<file path="src/include/fw_cfg.svh">
// Firewall build configuration
// Bus widths, timer FIFO depth and counter width

`ifndef FW_CFG_SVH
`define FW_CFG_SVH

// ==============================
// AXI-Lite bus widths
// ==============================
`define FW_ADDR_WIDTH 32
`define FW_DATA_WIDTH 32
`define FW_STRB_WIDTH (`FW_DATA_WIDTH / 8)

// ==============================
// Tracking resources
// ==============================
// Timer slots per channel, power of two so the pointers wrap on their own
`define FW_FIFO_DEPTH 16

// Timer values, outstanding limit and event counters
`define FW_CNT_WIDTH 32

`endif

</file>
<file path="src/logic/fw_pkg.sv">
// Firewall shared types
// AXI response code, bus words, counter word and response payloads

`include "fw_cfg.svh"

package fw_pkg;

    // AXI response code
    typedef enum logic [1:0] {
        RESP_OKAY   = 2'b00,
        RESP_EXOKAY = 2'b01,
        RESP_SLVERR = 2'b10,
        RESP_DECERR = 2'b11
    } axi_resp_e;

    // Bus words
    typedef logic [`FW_ADDR_WIDTH-1:0] addr_t;
    typedef logic [`FW_DATA_WIDTH-1:0] data_t;
    typedef logic [`FW_STRB_WIDTH-1:0] strb_t;

    // Timers, limits and event counters
    typedef logic [`FW_CNT_WIDTH-1:0] cnt_t;

    // Outstanding and phantom counts, holds 0 up to the full FIFO depth
    typedef logic [$clog2(`FW_FIFO_DEPTH+1)-1:0] slot_t;

    // Write response payload
    typedef struct packed {
        axi_resp_e resp;
    } b_payload_t;

    // Read response payload
    typedef struct packed {
        data_t     data;
        axi_resp_e resp;
    } r_payload_t;

endpackage

</file>
<file path="src/logic/fw_request_gate.sv">
// Request gate of the firewall
// Lockdown and room gating of AW, W and AR valid/ready
// Write address/data join with pending flags
// Issue strobes for the response guards

module fw_request_gate (
    input  logic clk_i,
    input  logic rst_ni,
    input  logic lockdown_i,
    input  logic wr_room_i,
    input  logic rd_room_i,
    input  logic s_awvalid_i,
    input  logic s_wvalid_i,
    input  logic s_arvalid_i,
    input  logic m_awready_i,
    input  logic m_wready_i,
    input  logic m_arready_i,
    output logic s_awready_o,
    output logic s_wready_o,
    output logic s_arready_o,
    output logic m_awvalid_o,
    output logic m_wvalid_o,
    output logic m_arvalid_o,
    output logic wr_issue_o,
    output logic rd_issue_o
);

    // Phase already accepted, waiting for its partner
    logic aw_pend_q;
    logic w_pend_q;

    logic wr_open;
    logic rd_open;
    logic aw_acc;
    logic w_acc;

    // ==============================
    // Channel gating
    // ==============================
    // Closed while locked down or while the guard has no room
    assign wr_open = !lockdown_i && wr_room_i;
    assign rd_open = !lockdown_i && rd_room_i;

    // Each write phase passes once per transaction
    assign m_awvalid_o = s_awvalid_i && wr_open && !aw_pend_q;
    assign s_awready_o = m_awready_i && wr_open && !aw_pend_q;
    assign m_wvalid_o  = s_wvalid_i && wr_open && !w_pend_q;
    assign s_wready_o  = m_wready_i && wr_open && !w_pend_q;

    assign m_arvalid_o = s_arvalid_i && rd_open;
    assign s_arready_o = m_arready_i && rd_open;

    // ==============================
    // Issue detection
    // ==============================
    assign aw_acc = s_awvalid_i && s_awready_o;
    assign w_acc  = s_wvalid_i && s_wready_o;

    // Second phase accepted now, or both together
    assign wr_issue_o = (aw_acc || aw_pend_q) && (w_acc || w_pend_q)
                      && (aw_acc || w_acc);
    assign rd_issue_o = s_arvalid_i && s_arready_o;

    // Remember an early phase until the write completes its join
    always_ff @(posedge clk_i or negedge rst_ni) begin
        if (!rst_ni) begin
            aw_pend_q <= 1'b0;
            w_pend_q  <= 1'b0;
        end else if (wr_issue_o) begin
            aw_pend_q <= 1'b0;
            w_pend_q  <= 1'b0;
        end else begin
            if (aw_acc) begin
                aw_pend_q <= 1'b1;
            end
            if (w_acc) begin
                w_pend_q <= 1'b1;
            end
        end
    end

endmodule

</file>
<file path="src/logic/fw_response_guard.sv">
// Response guard for one AXI-Lite response channel
// Outstanding and phantom tracking, per-request timer FIFO
// Synthetic response on timeout, unsolicited response filtering
// Merge of synthetic and forwarded responses upstream

`include "fw_cfg.svh"

module fw_response_guard #(
    parameter type payload_t = fw_pkg::b_payload_t
) (
    input  logic         clk_i,
    input  logic         rst_ni,
    input  logic         issue_i,
    input  fw_pkg::cnt_t timeout_cycles_i,
    input  fw_pkg::cnt_t max_outstanding_i,
    input  payload_t     synth_payload_i,
    input  logic         dn_valid_i,
    input  payload_t     dn_payload_i,
    output logic         dn_ready_o,
    output logic         up_valid_o,
    output payload_t     up_payload_o,
    input  logic         up_ready_i,
    output logic         room_o,
    output logic         timeout_o,
    output logic         unsolicited_o
);

    import fw_pkg::*;

    localparam int unsigned IDX_W = $clog2(`FW_FIFO_DEPTH);

    // Timer FIFO, one countdown per outstanding request in issue order
    cnt_t             timer_q [`FW_FIFO_DEPTH];
    logic [IDX_W-1:0] head_q;
    logic [IDX_W-1:0] tail_q;
    slot_t            fill_q;

    // Requests not yet answered upstream, and timed-out ones still owed a
    // late response from downstream
    slot_t outstanding_q;
    slot_t phantom_q;

    // Registered synthetic response
    logic     synth_valid_q;
    payload_t synth_payload_q;

    logic fifo_empty;
    logic fifo_full;
    logic unsol_cond;
    logic fwd;
    logic fwd_hs;
    logic synth_hs;
    logic swallow;
    logic expire;
    logic pop;

    assign fifo_empty = (fill_q == '0);
    assign fifo_full  = (fill_q == slot_t'(`FW_FIFO_DEPTH));

    // ==============================
    // Downstream response routing
    // ==============================
    // Anything arriving with a phantom owed or nothing outstanding is dropped
    assign unsol_cond = (phantom_q != '0) || (outstanding_q == '0);
    assign swallow    = dn_valid_i && unsol_cond;

    // Forward only when no synthetic response holds the upstream channel
    assign fwd      = dn_valid_i && !unsol_cond && !synth_valid_q;
    assign fwd_hs   = fwd && up_ready_i;
    assign synth_hs = synth_valid_q && up_ready_i;

    assign dn_ready_o   = unsol_cond || (!synth_valid_q && up_ready_i);
    assign up_valid_o   = synth_valid_q || fwd;
    assign up_payload_o = synth_valid_q ? synth_payload_q : dn_payload_i;

    // ==============================
    // Timeout detection
    // ==============================
    // Head is frozen while a synthetic response waits; a response forwarded
    // in the same cycle completes the head instead of timing it out
    assign expire = !fifo_empty && !synth_valid_q && !fwd_hs
                  && (timer_q[head_q] == '0);
    assign pop    = expire || fwd_hs;

    assign timeout_o     = expire;
    assign unsolicited_o = swallow;

    assign room_o = (cnt_t'(outstanding_q) < max_outstanding_i) && !fifo_full;

    // Timer storage: push at the tail, count the head down
    always_ff @(posedge clk_i) begin
        if (issue_i) begin
            timer_q[tail_q] <= timeout_cycles_i;
        end
        if (!fifo_empty && !synth_valid_q && !pop) begin
            timer_q[head_q] <= timer_q[head_q] - cnt_t'(1);
        end
    end

    // FIFO pointers and fill level
    always_ff @(posedge clk_i or negedge rst_ni) begin
        if (!rst_ni) begin
            head_q <= '0;
            tail_q <= '0;
            fill_q <= '0;
        end else begin
            if (issue_i) begin
                tail_q <= tail_q + 1'b1;
            end
            if (pop) begin
                head_q <= head_q + 1'b1;
            end
            fill_q <= fill_q + slot_t'(issue_i) - slot_t'(pop);
        end
    end

    // ==============================
    // Counts and synthetic response
    // ==============================
    always_ff @(posedge clk_i or negedge rst_ni) begin
        if (!rst_ni) begin
            outstanding_q <= '0;
            phantom_q     <= '0;
            synth_valid_q <= 1'b0;
        end else begin
            // Falls on each upstream response, forwarded or synthetic
            outstanding_q <= outstanding_q + slot_t'(issue_i)
                           - slot_t'(fwd_hs || synth_hs);
            phantom_q     <= phantom_q + slot_t'(expire)
                           - slot_t'(swallow && (phantom_q != '0));
            if (expire) begin
                synth_valid_q <= 1'b1;
            end else if (synth_hs) begin
                synth_valid_q <= 1'b0;
            end
        end
    end

    always_ff @(posedge clk_i) begin
        if (expire) begin
            synth_payload_q <= synth_payload_i;
        end
    end

endmodule

</file>
<file path="src/logic/fw_event_counter.sv">
// Firewall event counter
// One-cycle timeout and unsolicited pulses
// Clearable totals over both channels

module fw_event_counter (
    input  logic         clk_i,
    input  logic         rst_ni,
    input  logic         wr_timeout_i,
    input  logic         rd_timeout_i,
    input  logic         wr_unsolicited_i,
    input  logic         rd_unsolicited_i,
    input  logic         clear_counts_i,
    output fw_pkg::cnt_t timeout_count_o,
    output fw_pkg::cnt_t unsolicited_count_o,
    output logic         evt_timeout_o,
    output logic         evt_unsolicited_o
);

    import fw_pkg::*;

    // Both channels may strobe in the same cycle
    logic [1:0] n_timeout;
    logic [1:0] n_unsol;

    assign n_timeout = {1'b0, wr_timeout_i} + {1'b0, rd_timeout_i};
    assign n_unsol   = {1'b0, wr_unsolicited_i} + {1'b0, rd_unsolicited_i};

    always_ff @(posedge clk_i or negedge rst_ni) begin
        if (!rst_ni) begin
            timeout_count_o     <= '0;
            unsolicited_count_o <= '0;
            evt_timeout_o       <= 1'b0;
            evt_unsolicited_o   <= 1'b0;
        end else begin
            evt_timeout_o     <= wr_timeout_i || rd_timeout_i;
            evt_unsolicited_o <= wr_unsolicited_i || rd_unsolicited_i;
            // Clear wins over a same-cycle increment
            if (clear_counts_i) begin
                timeout_count_o     <= '0;
                unsolicited_count_o <= '0;
            end else begin
                timeout_count_o     <= timeout_count_o + cnt_t'(n_timeout);
                unsolicited_count_o <= unsolicited_count_o + cnt_t'(n_unsol);
            end
        end
    end

endmodule

</file>
<file path="src/logic/axil_firewall.sv">
// AXI-Lite firewall top level
// Request gate on AW, W and AR
// Response guards on B and R
// Event counter for timeouts and unsolicited responses

module axil_firewall (
    input  logic              clk_i,
    input  logic              rst_ni,

    // ==============================
    // Upstream AXI-Lite slave
    // ==============================
    input  fw_pkg::addr_t     s_axi_awaddr_i,
    input  logic              s_axi_awvalid_i,
    output logic              s_axi_awready_o,
    input  fw_pkg::data_t     s_axi_wdata_i,
    input  fw_pkg::strb_t     s_axi_wstrb_i,
    input  logic              s_axi_wvalid_i,
    output logic              s_axi_wready_o,
    output fw_pkg::axi_resp_e s_axi_bresp_o,
    output logic              s_axi_bvalid_o,
    input  logic              s_axi_bready_i,
    input  fw_pkg::addr_t     s_axi_araddr_i,
    input  logic              s_axi_arvalid_i,
    output logic              s_axi_arready_o,
    output fw_pkg::data_t     s_axi_rdata_o,
    output fw_pkg::axi_resp_e s_axi_rresp_o,
    output logic              s_axi_rvalid_o,
    input  logic              s_axi_rready_i,

    // ==============================
    // Downstream AXI-Lite master
    // ==============================
    output fw_pkg::addr_t     m_axi_awaddr_o,
    output logic              m_axi_awvalid_o,
    input  logic              m_axi_awready_i,
    output fw_pkg::data_t     m_axi_wdata_o,
    output fw_pkg::strb_t     m_axi_wstrb_o,
    output logic              m_axi_wvalid_o,
    input  logic              m_axi_wready_i,
    input  fw_pkg::axi_resp_e m_axi_bresp_i,
    input  logic              m_axi_bvalid_i,
    output logic              m_axi_bready_o,
    output fw_pkg::addr_t     m_axi_araddr_o,
    output logic              m_axi_arvalid_o,
    input  logic              m_axi_arready_i,
    input  fw_pkg::data_t     m_axi_rdata_i,
    input  fw_pkg::axi_resp_e m_axi_rresp_i,
    input  logic              m_axi_rvalid_i,
    output logic              m_axi_rready_o,

    // ==============================
    // Control and status
    // ==============================
    input  logic              lockdown_i,
    input  logic              clear_counts_i,
    input  fw_pkg::cnt_t      timeout_cycles_i,
    input  fw_pkg::cnt_t      max_outstanding_i,
    input  fw_pkg::axi_resp_e resp_on_timeout_i,
    input  fw_pkg::data_t     rdata_on_timeout_i,
    output fw_pkg::cnt_t      timeout_count_o,
    output fw_pkg::cnt_t      unsolicited_count_o,
    output logic              evt_timeout_o,
    output logic              evt_unsolicited_o
);

    import fw_pkg::*;

    logic wr_room;
    logic rd_room;
    logic wr_issue;
    logic rd_issue;
    logic wr_timeout;
    logic rd_timeout;
    logic wr_unsol;
    logic rd_unsol;

    b_payload_t b_synth;
    b_payload_t b_dn;
    b_payload_t b_up;
    r_payload_t r_synth;
    r_payload_t r_dn;
    r_payload_t r_up;

    // Request payloads bypass the gate
    assign m_axi_awaddr_o = s_axi_awaddr_i;
    assign m_axi_wdata_o  = s_axi_wdata_i;
    assign m_axi_wstrb_o  = s_axi_wstrb_i;
    assign m_axi_araddr_o = s_axi_araddr_i;

    // Response payload packing
    assign b_synth.resp = resp_on_timeout_i;
    assign b_dn.resp    = m_axi_bresp_i;
    assign s_axi_bresp_o = b_up.resp;

    assign r_synth.data = rdata_on_timeout_i;
    assign r_synth.resp = resp_on_timeout_i;
    assign r_dn.data    = m_axi_rdata_i;
    assign r_dn.resp    = m_axi_rresp_i;
    assign s_axi_rdata_o = r_up.data;
    assign s_axi_rresp_o = r_up.resp;

    fw_request_gate u_gate (
        .clk_i       (clk_i),
        .rst_ni      (rst_ni),
        .lockdown_i  (lockdown_i),
        .wr_room_i   (wr_room),
        .rd_room_i   (rd_room),
        .s_awvalid_i (s_axi_awvalid_i),
        .s_wvalid_i  (s_axi_wvalid_i),
        .s_arvalid_i (s_axi_arvalid_i),
        .m_awready_i (m_axi_awready_i),
        .m_wready_i  (m_axi_wready_i),
        .m_arready_i (m_axi_arready_i),
        .s_awready_o (s_axi_awready_o),
        .s_wready_o  (s_axi_wready_o),
        .s_arready_o (s_axi_arready_o),
        .m_awvalid_o (m_axi_awvalid_o),
        .m_wvalid_o  (m_axi_wvalid_o),
        .m_arvalid_o (m_axi_arvalid_o),
        .wr_issue_o  (wr_issue),
        .rd_issue_o  (rd_issue)
    );

    // Write response channel
    fw_response_guard #(.payload_t(b_payload_t)) u_wr_guard (
        .clk_i             (clk_i),
        .rst_ni            (rst_ni),
        .issue_i           (wr_issue),
        .timeout_cycles_i  (timeout_cycles_i),
        .max_outstanding_i (max_outstanding_i),
        .synth_payload_i   (b_synth),
        .dn_valid_i        (m_axi_bvalid_i),
        .dn_payload_i      (b_dn),
        .dn_ready_o        (m_axi_bready_o),
        .up_valid_o        (s_axi_bvalid_o),
        .up_payload_o      (b_up),
        .up_ready_i        (s_axi_bready_i),
        .room_o            (wr_room),
        .timeout_o         (wr_timeout),
        .unsolicited_o     (wr_unsol)
    );

    // Read response channel
    fw_response_guard #(.payload_t(r_payload_t)) u_rd_guard (
        .clk_i             (clk_i),
        .rst_ni            (rst_ni),
        .issue_i           (rd_issue),
        .timeout_cycles_i  (timeout_cycles_i),
        .max_outstanding_i (max_outstanding_i),
        .synth_payload_i   (r_synth),
        .dn_valid_i        (m_axi_rvalid_i),
        .dn_payload_i      (r_dn),
        .dn_ready_o        (m_axi_rready_o),
        .up_valid_o        (s_axi_rvalid_o),
        .up_payload_o      (r_up),
        .up_ready_i        (s_axi_rready_i),
        .room_o            (rd_room),
        .timeout_o         (rd_timeout),
        .unsolicited_o     (rd_unsol)
    );

    fw_event_counter u_events (
        .clk_i               (clk_i),
        .rst_ni              (rst_ni),
        .wr_timeout_i        (wr_timeout),
        .rd_timeout_i        (rd_timeout),
        .wr_unsolicited_i    (wr_unsol),
        .rd_unsolicited_i    (rd_unsol),
        .clear_counts_i      (clear_counts_i),
        .timeout_count_o     (timeout_count_o),
        .unsolicited_count_o (unsolicited_count_o),
        .evt_timeout_o       (evt_timeout_o),
        .evt_unsolicited_o   (evt_unsolicited_o)
    );

endmodule

</file>
<file path="config.mk">
export PLATFORM = sky130hd
export DESIGN_NAME = axil_firewall
export DESIGN_NICKNAME = d
export VERILOG_FILES = /design/src/logic/fw_pkg.sv /design/src/logic/fw_request_gate.sv /design/src/logic/fw_response_guard.sv /design/src/logic/fw_event_counter.sv /design/src/logic/axil_firewall.sv
export VERILOG_INCLUDE_DIRS = /design/src /design/src/include
export SDC_FILE = /design/constraint.sdc
export NUM_CORES = 2
export LEC_CHECK = 0
export BUFFER_PORTS_ARGS = -buffer_cell sky130_fd_sc_hd__buf_2
export CELL_PAD_IN_SITES_DETAIL_PLACEMENT = 1
export CELL_PAD_IN_SITES_GLOBAL_PLACEMENT = 1
export CORE_MARGIN = 1
export CORE_UTILIZATION = 41
export DETAILED_ROUTE_END_ITERATION = 7
export GPL_TIMING_DRIVEN = 0
export PLACE_DENSITY = 0.66
export RECOVER_POWER = 25
export SLEW_MARGIN = 20
export SYNTH_ARGS = -nofsm -noshare
export SYNTH_HDL_FRONTEND = slang
export SYNTH_SLANG_ARGS = --single-unit
</file>
<file path="constraint.sdc">
create_clock -name clk_i -period 6.8 [get_ports clk_i]
set_clock_uncertainty 0.15 [all_clocks]
set_input_delay 1.36 -clock clk_i [delete_from_list [all_inputs] [get_ports clk_i]]
set_output_delay 1.36 -clock clk_i [all_outputs]
set_load 0.01 [all_outputs]
</file>
Yosys cells after proc, flatten, opt, wreduce, memory -nomap -nowiden
Memory sizes are Yosys's and may differ from the RTL's. Index checks and enable logic that the tools add are counted.

Add/sub/neg operators: 22. Magnitude comparators: 2. Multiplexer cells: 20. Reductions and logical operators: 83. Eq/ne operators: 2.

Operators with widths (count): $add A32 B2 Y32 (2); $logic_not A32 Y1 (2); $lt A5 B32 Y1 (2); $mux W32 (2); $sub A32 B1 Y32 const B (2); $logic_and A1 B1 Y1 (41); $mux W34 (1); $add A5 B1 Y5 (6); $sub A5 B1 Y5 (6); $logic_not A5 Y1 (4); $add A4 B1 Y4 const B (4); $mux W1 (16); $logic_not A1 Y1 (15); $logic_or A1 B1 Y1 (15); $eq A5 B5 Y1 const B (2); $reduce_bool A5 Y1 (2); $reduce_bool A2 Y1 (4); $add A1 B1 Y2 (2); $mux W2 (1).

Memories kept: 2. Input port bits: 248. Register bits after elaboration: 152. Word-level logic and storage cells: 152. Bits in writable memories: 1024.

Memory list: u_rd_guard.timer_q (depth 16, bits a word 32, read ports 1, clocked after Yosys merged registers in 0, wr ports 2, line fw_response_guard.sv:33) `` cnt_t timer_q [`FW_FIFO_DEPTH]; ``; u_wr_guard.timer_q (depth 16, bits a word 32, read ports 1, clocked after Yosys merged registers in 0, wr ports 2, line fw_response_guard.sv:33).

Longest topological paths before layout
Depth after elaboration: 14. Mapped depth: 26. Depth with buffers taken out: 18.

Hierarchy
A second synthesis with hierarchy kept.

Cells, all modules: 4459. Area, all modules: 61759.2 µm².

Modules (own cells, without submodules): fw_response_guard at u_rd_guard (times used 1, area an instance 29774.8 µm², cells an instance 1794); fw_response_guard at u_wr_guard (times used 1, area an instance 27662.8 µm², cells an instance 2196); fw_event_counter (times used 1, area an instance 3383.2 µm², cells an instance 350); axil_firewall (times used 1, area an instance 750.7 µm², cells an instance 100); fw_request_gate (times used 1, area an instance 187.7 µm², cells an instance 19).

Worst setup path after synthesis
OpenSTA, ideal clock, no wires.

Path kind: input to register. From: input port max_outstanding_i[1]. To: memory u_wr_guard.timer_q[0][0] (netlist bit), enable pin. Setup time: 511 ps. Data required time: 6139 ps. Stages on the path: 10. Data arrival time: 6405 ps. Path buffers: 1. Setup slack: -266 ps. Path through: inv_1 > ha_1 > a21o_1 > a21o_1 > a21o_1 > a21o_1 > a221oi_1 > clkbuf_1 > nand2_1 > o41ai_1.

RTL lines: start, declared (line axil_firewall.sv:58) `input fw_pkg::cnt_t max_outstanding_i,`; end, declared (line fw_response_guard.sv:33).

==> metrics.cfg <==
[timing]
min_period_over_period_pct=97.3
setup_viol=0
whs_ns=0.399
timing.fmax_mhz=151
worstMarginPinSlew_ns=2.68
rsz0062_at_grt=false
slew_viol_final=147
maxSlewHeadroom_pct=-78.9
tns_ns=0
period_minus_slack_ns=6.62
setup_slack_ns=0.181
report.final.hold_viol_count=0

[drt]
finalWirelength_mm=215
postRouteAntennaNets=0
wl_per_cell_um=32.0
vias_per_cell=5.87
num_vias=39388
dr.pass1.iters=5
drt_iter0_markers=3739
drc=0

[hold_path]
hold_class=flip-flop to flip-flop
hold_path_depth=1
min-delay-start=u_rd_guard.phantom_q[0]
whs_endpoint=u_rd_guard.phantom_q[0]

[cts]
cts_tree=built
numCtsBuffers=139
cts.sinks=1176
cts_root_buf=clkbuf_16
cts.reportedPaths.clkPinSlew_ns=0.06
clock_latency_ns=0.77
cts_max_level=4
clk_path_buf_depth=3

[critical_path]
crit_type=flip-flop to flip-flop
reg2reg_from=u_wr_guard.head_q[3]
crit_path_end_kind=flip-flop
worst_r2r_path_depth=13
reg2reg_slack_ns=0.18
r2r-end=u_wr_guard.timer_q[13][4]
cp.arrival_ns=6.92
critPathMaxFanout=14
cp-start-kind=flip-flop
critPathRequiredTime_ns=7.10

[final_layout]
syn2layout_area_growth_pct=16.9
instances_no_fill=6714
final_layout_size_suffix_gt1_share_pct=43.2
finalNetCount=4899

[yosys]
netlist_area_um2=62300
async_flop_share_pct=9.86
yosysTopAreaCell=edfxtp_1
synth.yosys.warnings=0
netlist_instances=3993
synth-seq-area-share_pct=55.8
synth_top_area_share_pct=51.1
synth_edf_count=1060
syn_nets=4314
yosys_register_bits=1176
syn_area_per_cell_um2=15.6
synth.most_common_cell=edfxtp_1
synthFlopType=edfxtp_1
synth.distinct_cells=66
synthTopCellsByArea=edfxtp_1 (51%), mux2_2 (18%), mux4_2 (9.0%), dfrtp_1 (4.7%), buf_4 (1.7%)
synth_commonest_cells=edfxtp_1 (1060), mux2_2 (997), mux4_2 (248)

[placement]
post-place-ws_ns=-2.76
portBuffers=358
dp_cells=6451
gp_congestion=0.848
place_hpwl_mm=147

[grt]
grt_pass1_wl_mm=303
gr-total-overflow=0
grtUsageTotal_pct=27.8
grt_max_degree=69
antenna_found_initial=18
grt_pass1_vias=41243

[run_status]
failed_checks=max-capacitance violations, max-slew violations
status=finished with violations

[floorplanning]
die_y_um=392
io_pins=460
std_cell_rows=142
design.die.area_um2=153000
initial_core_util_pct=41.4
coreArea_um2=150000
die_w_um=392

[pwr]
p_per_area_nw_per_um2=419
peakVddDrop_mv=0.286
total_power_mw=30.5
leakagePower_nw=25.2

[job]
drv_cap=3

[where the power goes]
group	switching (mW)	internal, mW	leakage [nW]	total (mW)
registers	0.350	9.42	11.1	9.77
logic	8.12	5.03	11.8	13.1
clock network	3.16	4.42	2.24	7.58
[per-stage QoR]
step	cell area, um^2	util (%)
after floorplan	62300	-
after global placement	66600	44.3
after detailed placement	68400	45.5
after CTS	73100	48.7
after global routing	72700	48.4
final	72800	48.4
[final cells by class]
type | instances | area (um^2)
clock buffers | 179 | 3890
flip-flops and latches | 1176 | 34700
repair buffers | 450 | 2900
clock inverters | 77 | 652
multi-input cells | 2246 | 24500
fillers | 14868 | 77600
inverters | 85 | 325
plain buffers | 480 | 3180
well taps | 2016 | 2520
diodes | 5 | 12.5
[sequential cells by signal, summed over array words and instances (netlist names)]
| register | count |
|---|---|
| u_rd_guard.timer_q | 512 |
| u_wr_guard.timer_q | 512 |
| u_rd_guard.synth_payload_q | 34 |
| u_events.timeout_count_o | 32 |
| u_events.unsolicited_count_o | 32 |
| u_rd_guard.fill_q | 5 |
| u_rd_guard.outstanding_q | 5 |
| u_rd_guard.phantom_q | 5 |
| u_wr_guard.fill_q | 5 |
| u_wr_guard.outstanding_q | 5 |
| u_wr_guard.phantom_q | 5 |
| u_rd_guard.head_q | 4 |
| u_rd_guard.tail_q | 4 |
| u_wr_guard.head_q | 4 |
| u_wr_guard.tail_q | 4 |
| u_wr_guard.synth_payload_q | 2 |
| u_events.evt_timeout_o | 1 |
| u_events.evt_unsolicited_o | 1 |
| u_gate.aw_pend_q | 1 |
| u_gate.w_pend_q | 1 |
| u_rd_guard.synth_valid_q | 1 |
| u_wr_guard.synth_valid_q | 1 |
[critical path: stages (launching register included)]
cell and delay, ns:
dfrtp_1 0.63, nor2_1 0.39, clkbuf_1 0.87, clkbuf_1 0.72, a22oi_1 0.24, nand2_1 0.20, or4_1 0.29, nor4b_1 0.12
nand3_1 0.15, buf_2 0.36, nand2b_1 0.20, o21ai_1 0.80, clkbuf_1 0.90, buf_16 0.26
[logic make-up after synthesis]
logic type      count (synthesis)  share of synthesized area (%)
mux                          1287                           28.3
xor+xnor                      142                           2.00
buf+inv                       571                           5.50
compound gates                270                           3.00
flops                        1176                           55.8
fa+ha+maj                      73                           1.56
simple gates                  474                           3.87
[layout by cell type, fill, tap and decap left out, types with 73 or more instances in the layout]
| cell | synthesis | routed |
|---|---|---|
| dfrtp_1 | 116 | 115 |
| edfxtp_1 | 1060 | 1060 |
| mux4_2 | 248 | 248 |
| nor2_1 | 112 | 119 |
| nand2_1 | 105 | 103 |
| inv_1 | 84 | 82 |
| mux2_2 | 997 | 995 |
| clkbuf_1 | 155 | 385 |
| buf_2 | 80 | 232 |
| buf_4 | 140 | 166 |
| clkbuf_16 | 0 | 149 |
| a22oi_1 | 88 | 88 |
| xnor2_1 | 73 | 73 |
[timing repair]
item / CTS / global route
setup endpoints to repair: 2143 / 60
hold buffers: 0 / 0
setup buffers: 2 / 6
gates resized for setup: 73 / 16
pin swaps: 1 / 2
[worst max path at each step]
stage / from / to / slack (ns)
3_3_place_gp: max_outstanding_i[1] / u_wr_guard.timer_q[0][13] / -6.34
4_1_cts: u_wr_guard.head_q[1] / u_events.timeout_count_o[28] / 0.004
6_report: u_wr_guard.head_q[3] / u_wr_guard.timer_q[13][4] / 0.18
3_5_place_dp: u_rd_guard.head_q[1] / u_events.timeout_count_o[28] / -2.76
2_1_floorplan: max_outstanding_i[1] / u_wr_guard.timer_q[0][0] / -0.27
5_1_grt: u_rd_guard.head_q[1] / u_events.timeout_count_o[30] / 0.02
[routing by layer]
| metal | track usage, % | wire [um] | vias up | share of wire (%) |
|---|---|---|---|---|
| li1 | - | - | 16599 | - |
| met1 | 36.0 | 87000 | 20854 | 41 |
| met2 | 47.4 | 107000 | 1466 | 50 |
| met3 | 4.19 | 13100 | 457 | 6.1 |
| met4 | 9.57 | 7820 | 12 | 3.6 |
| met5 | 0 | 80 | - | 0.037 |
Power figures use the tool's default switching activity.
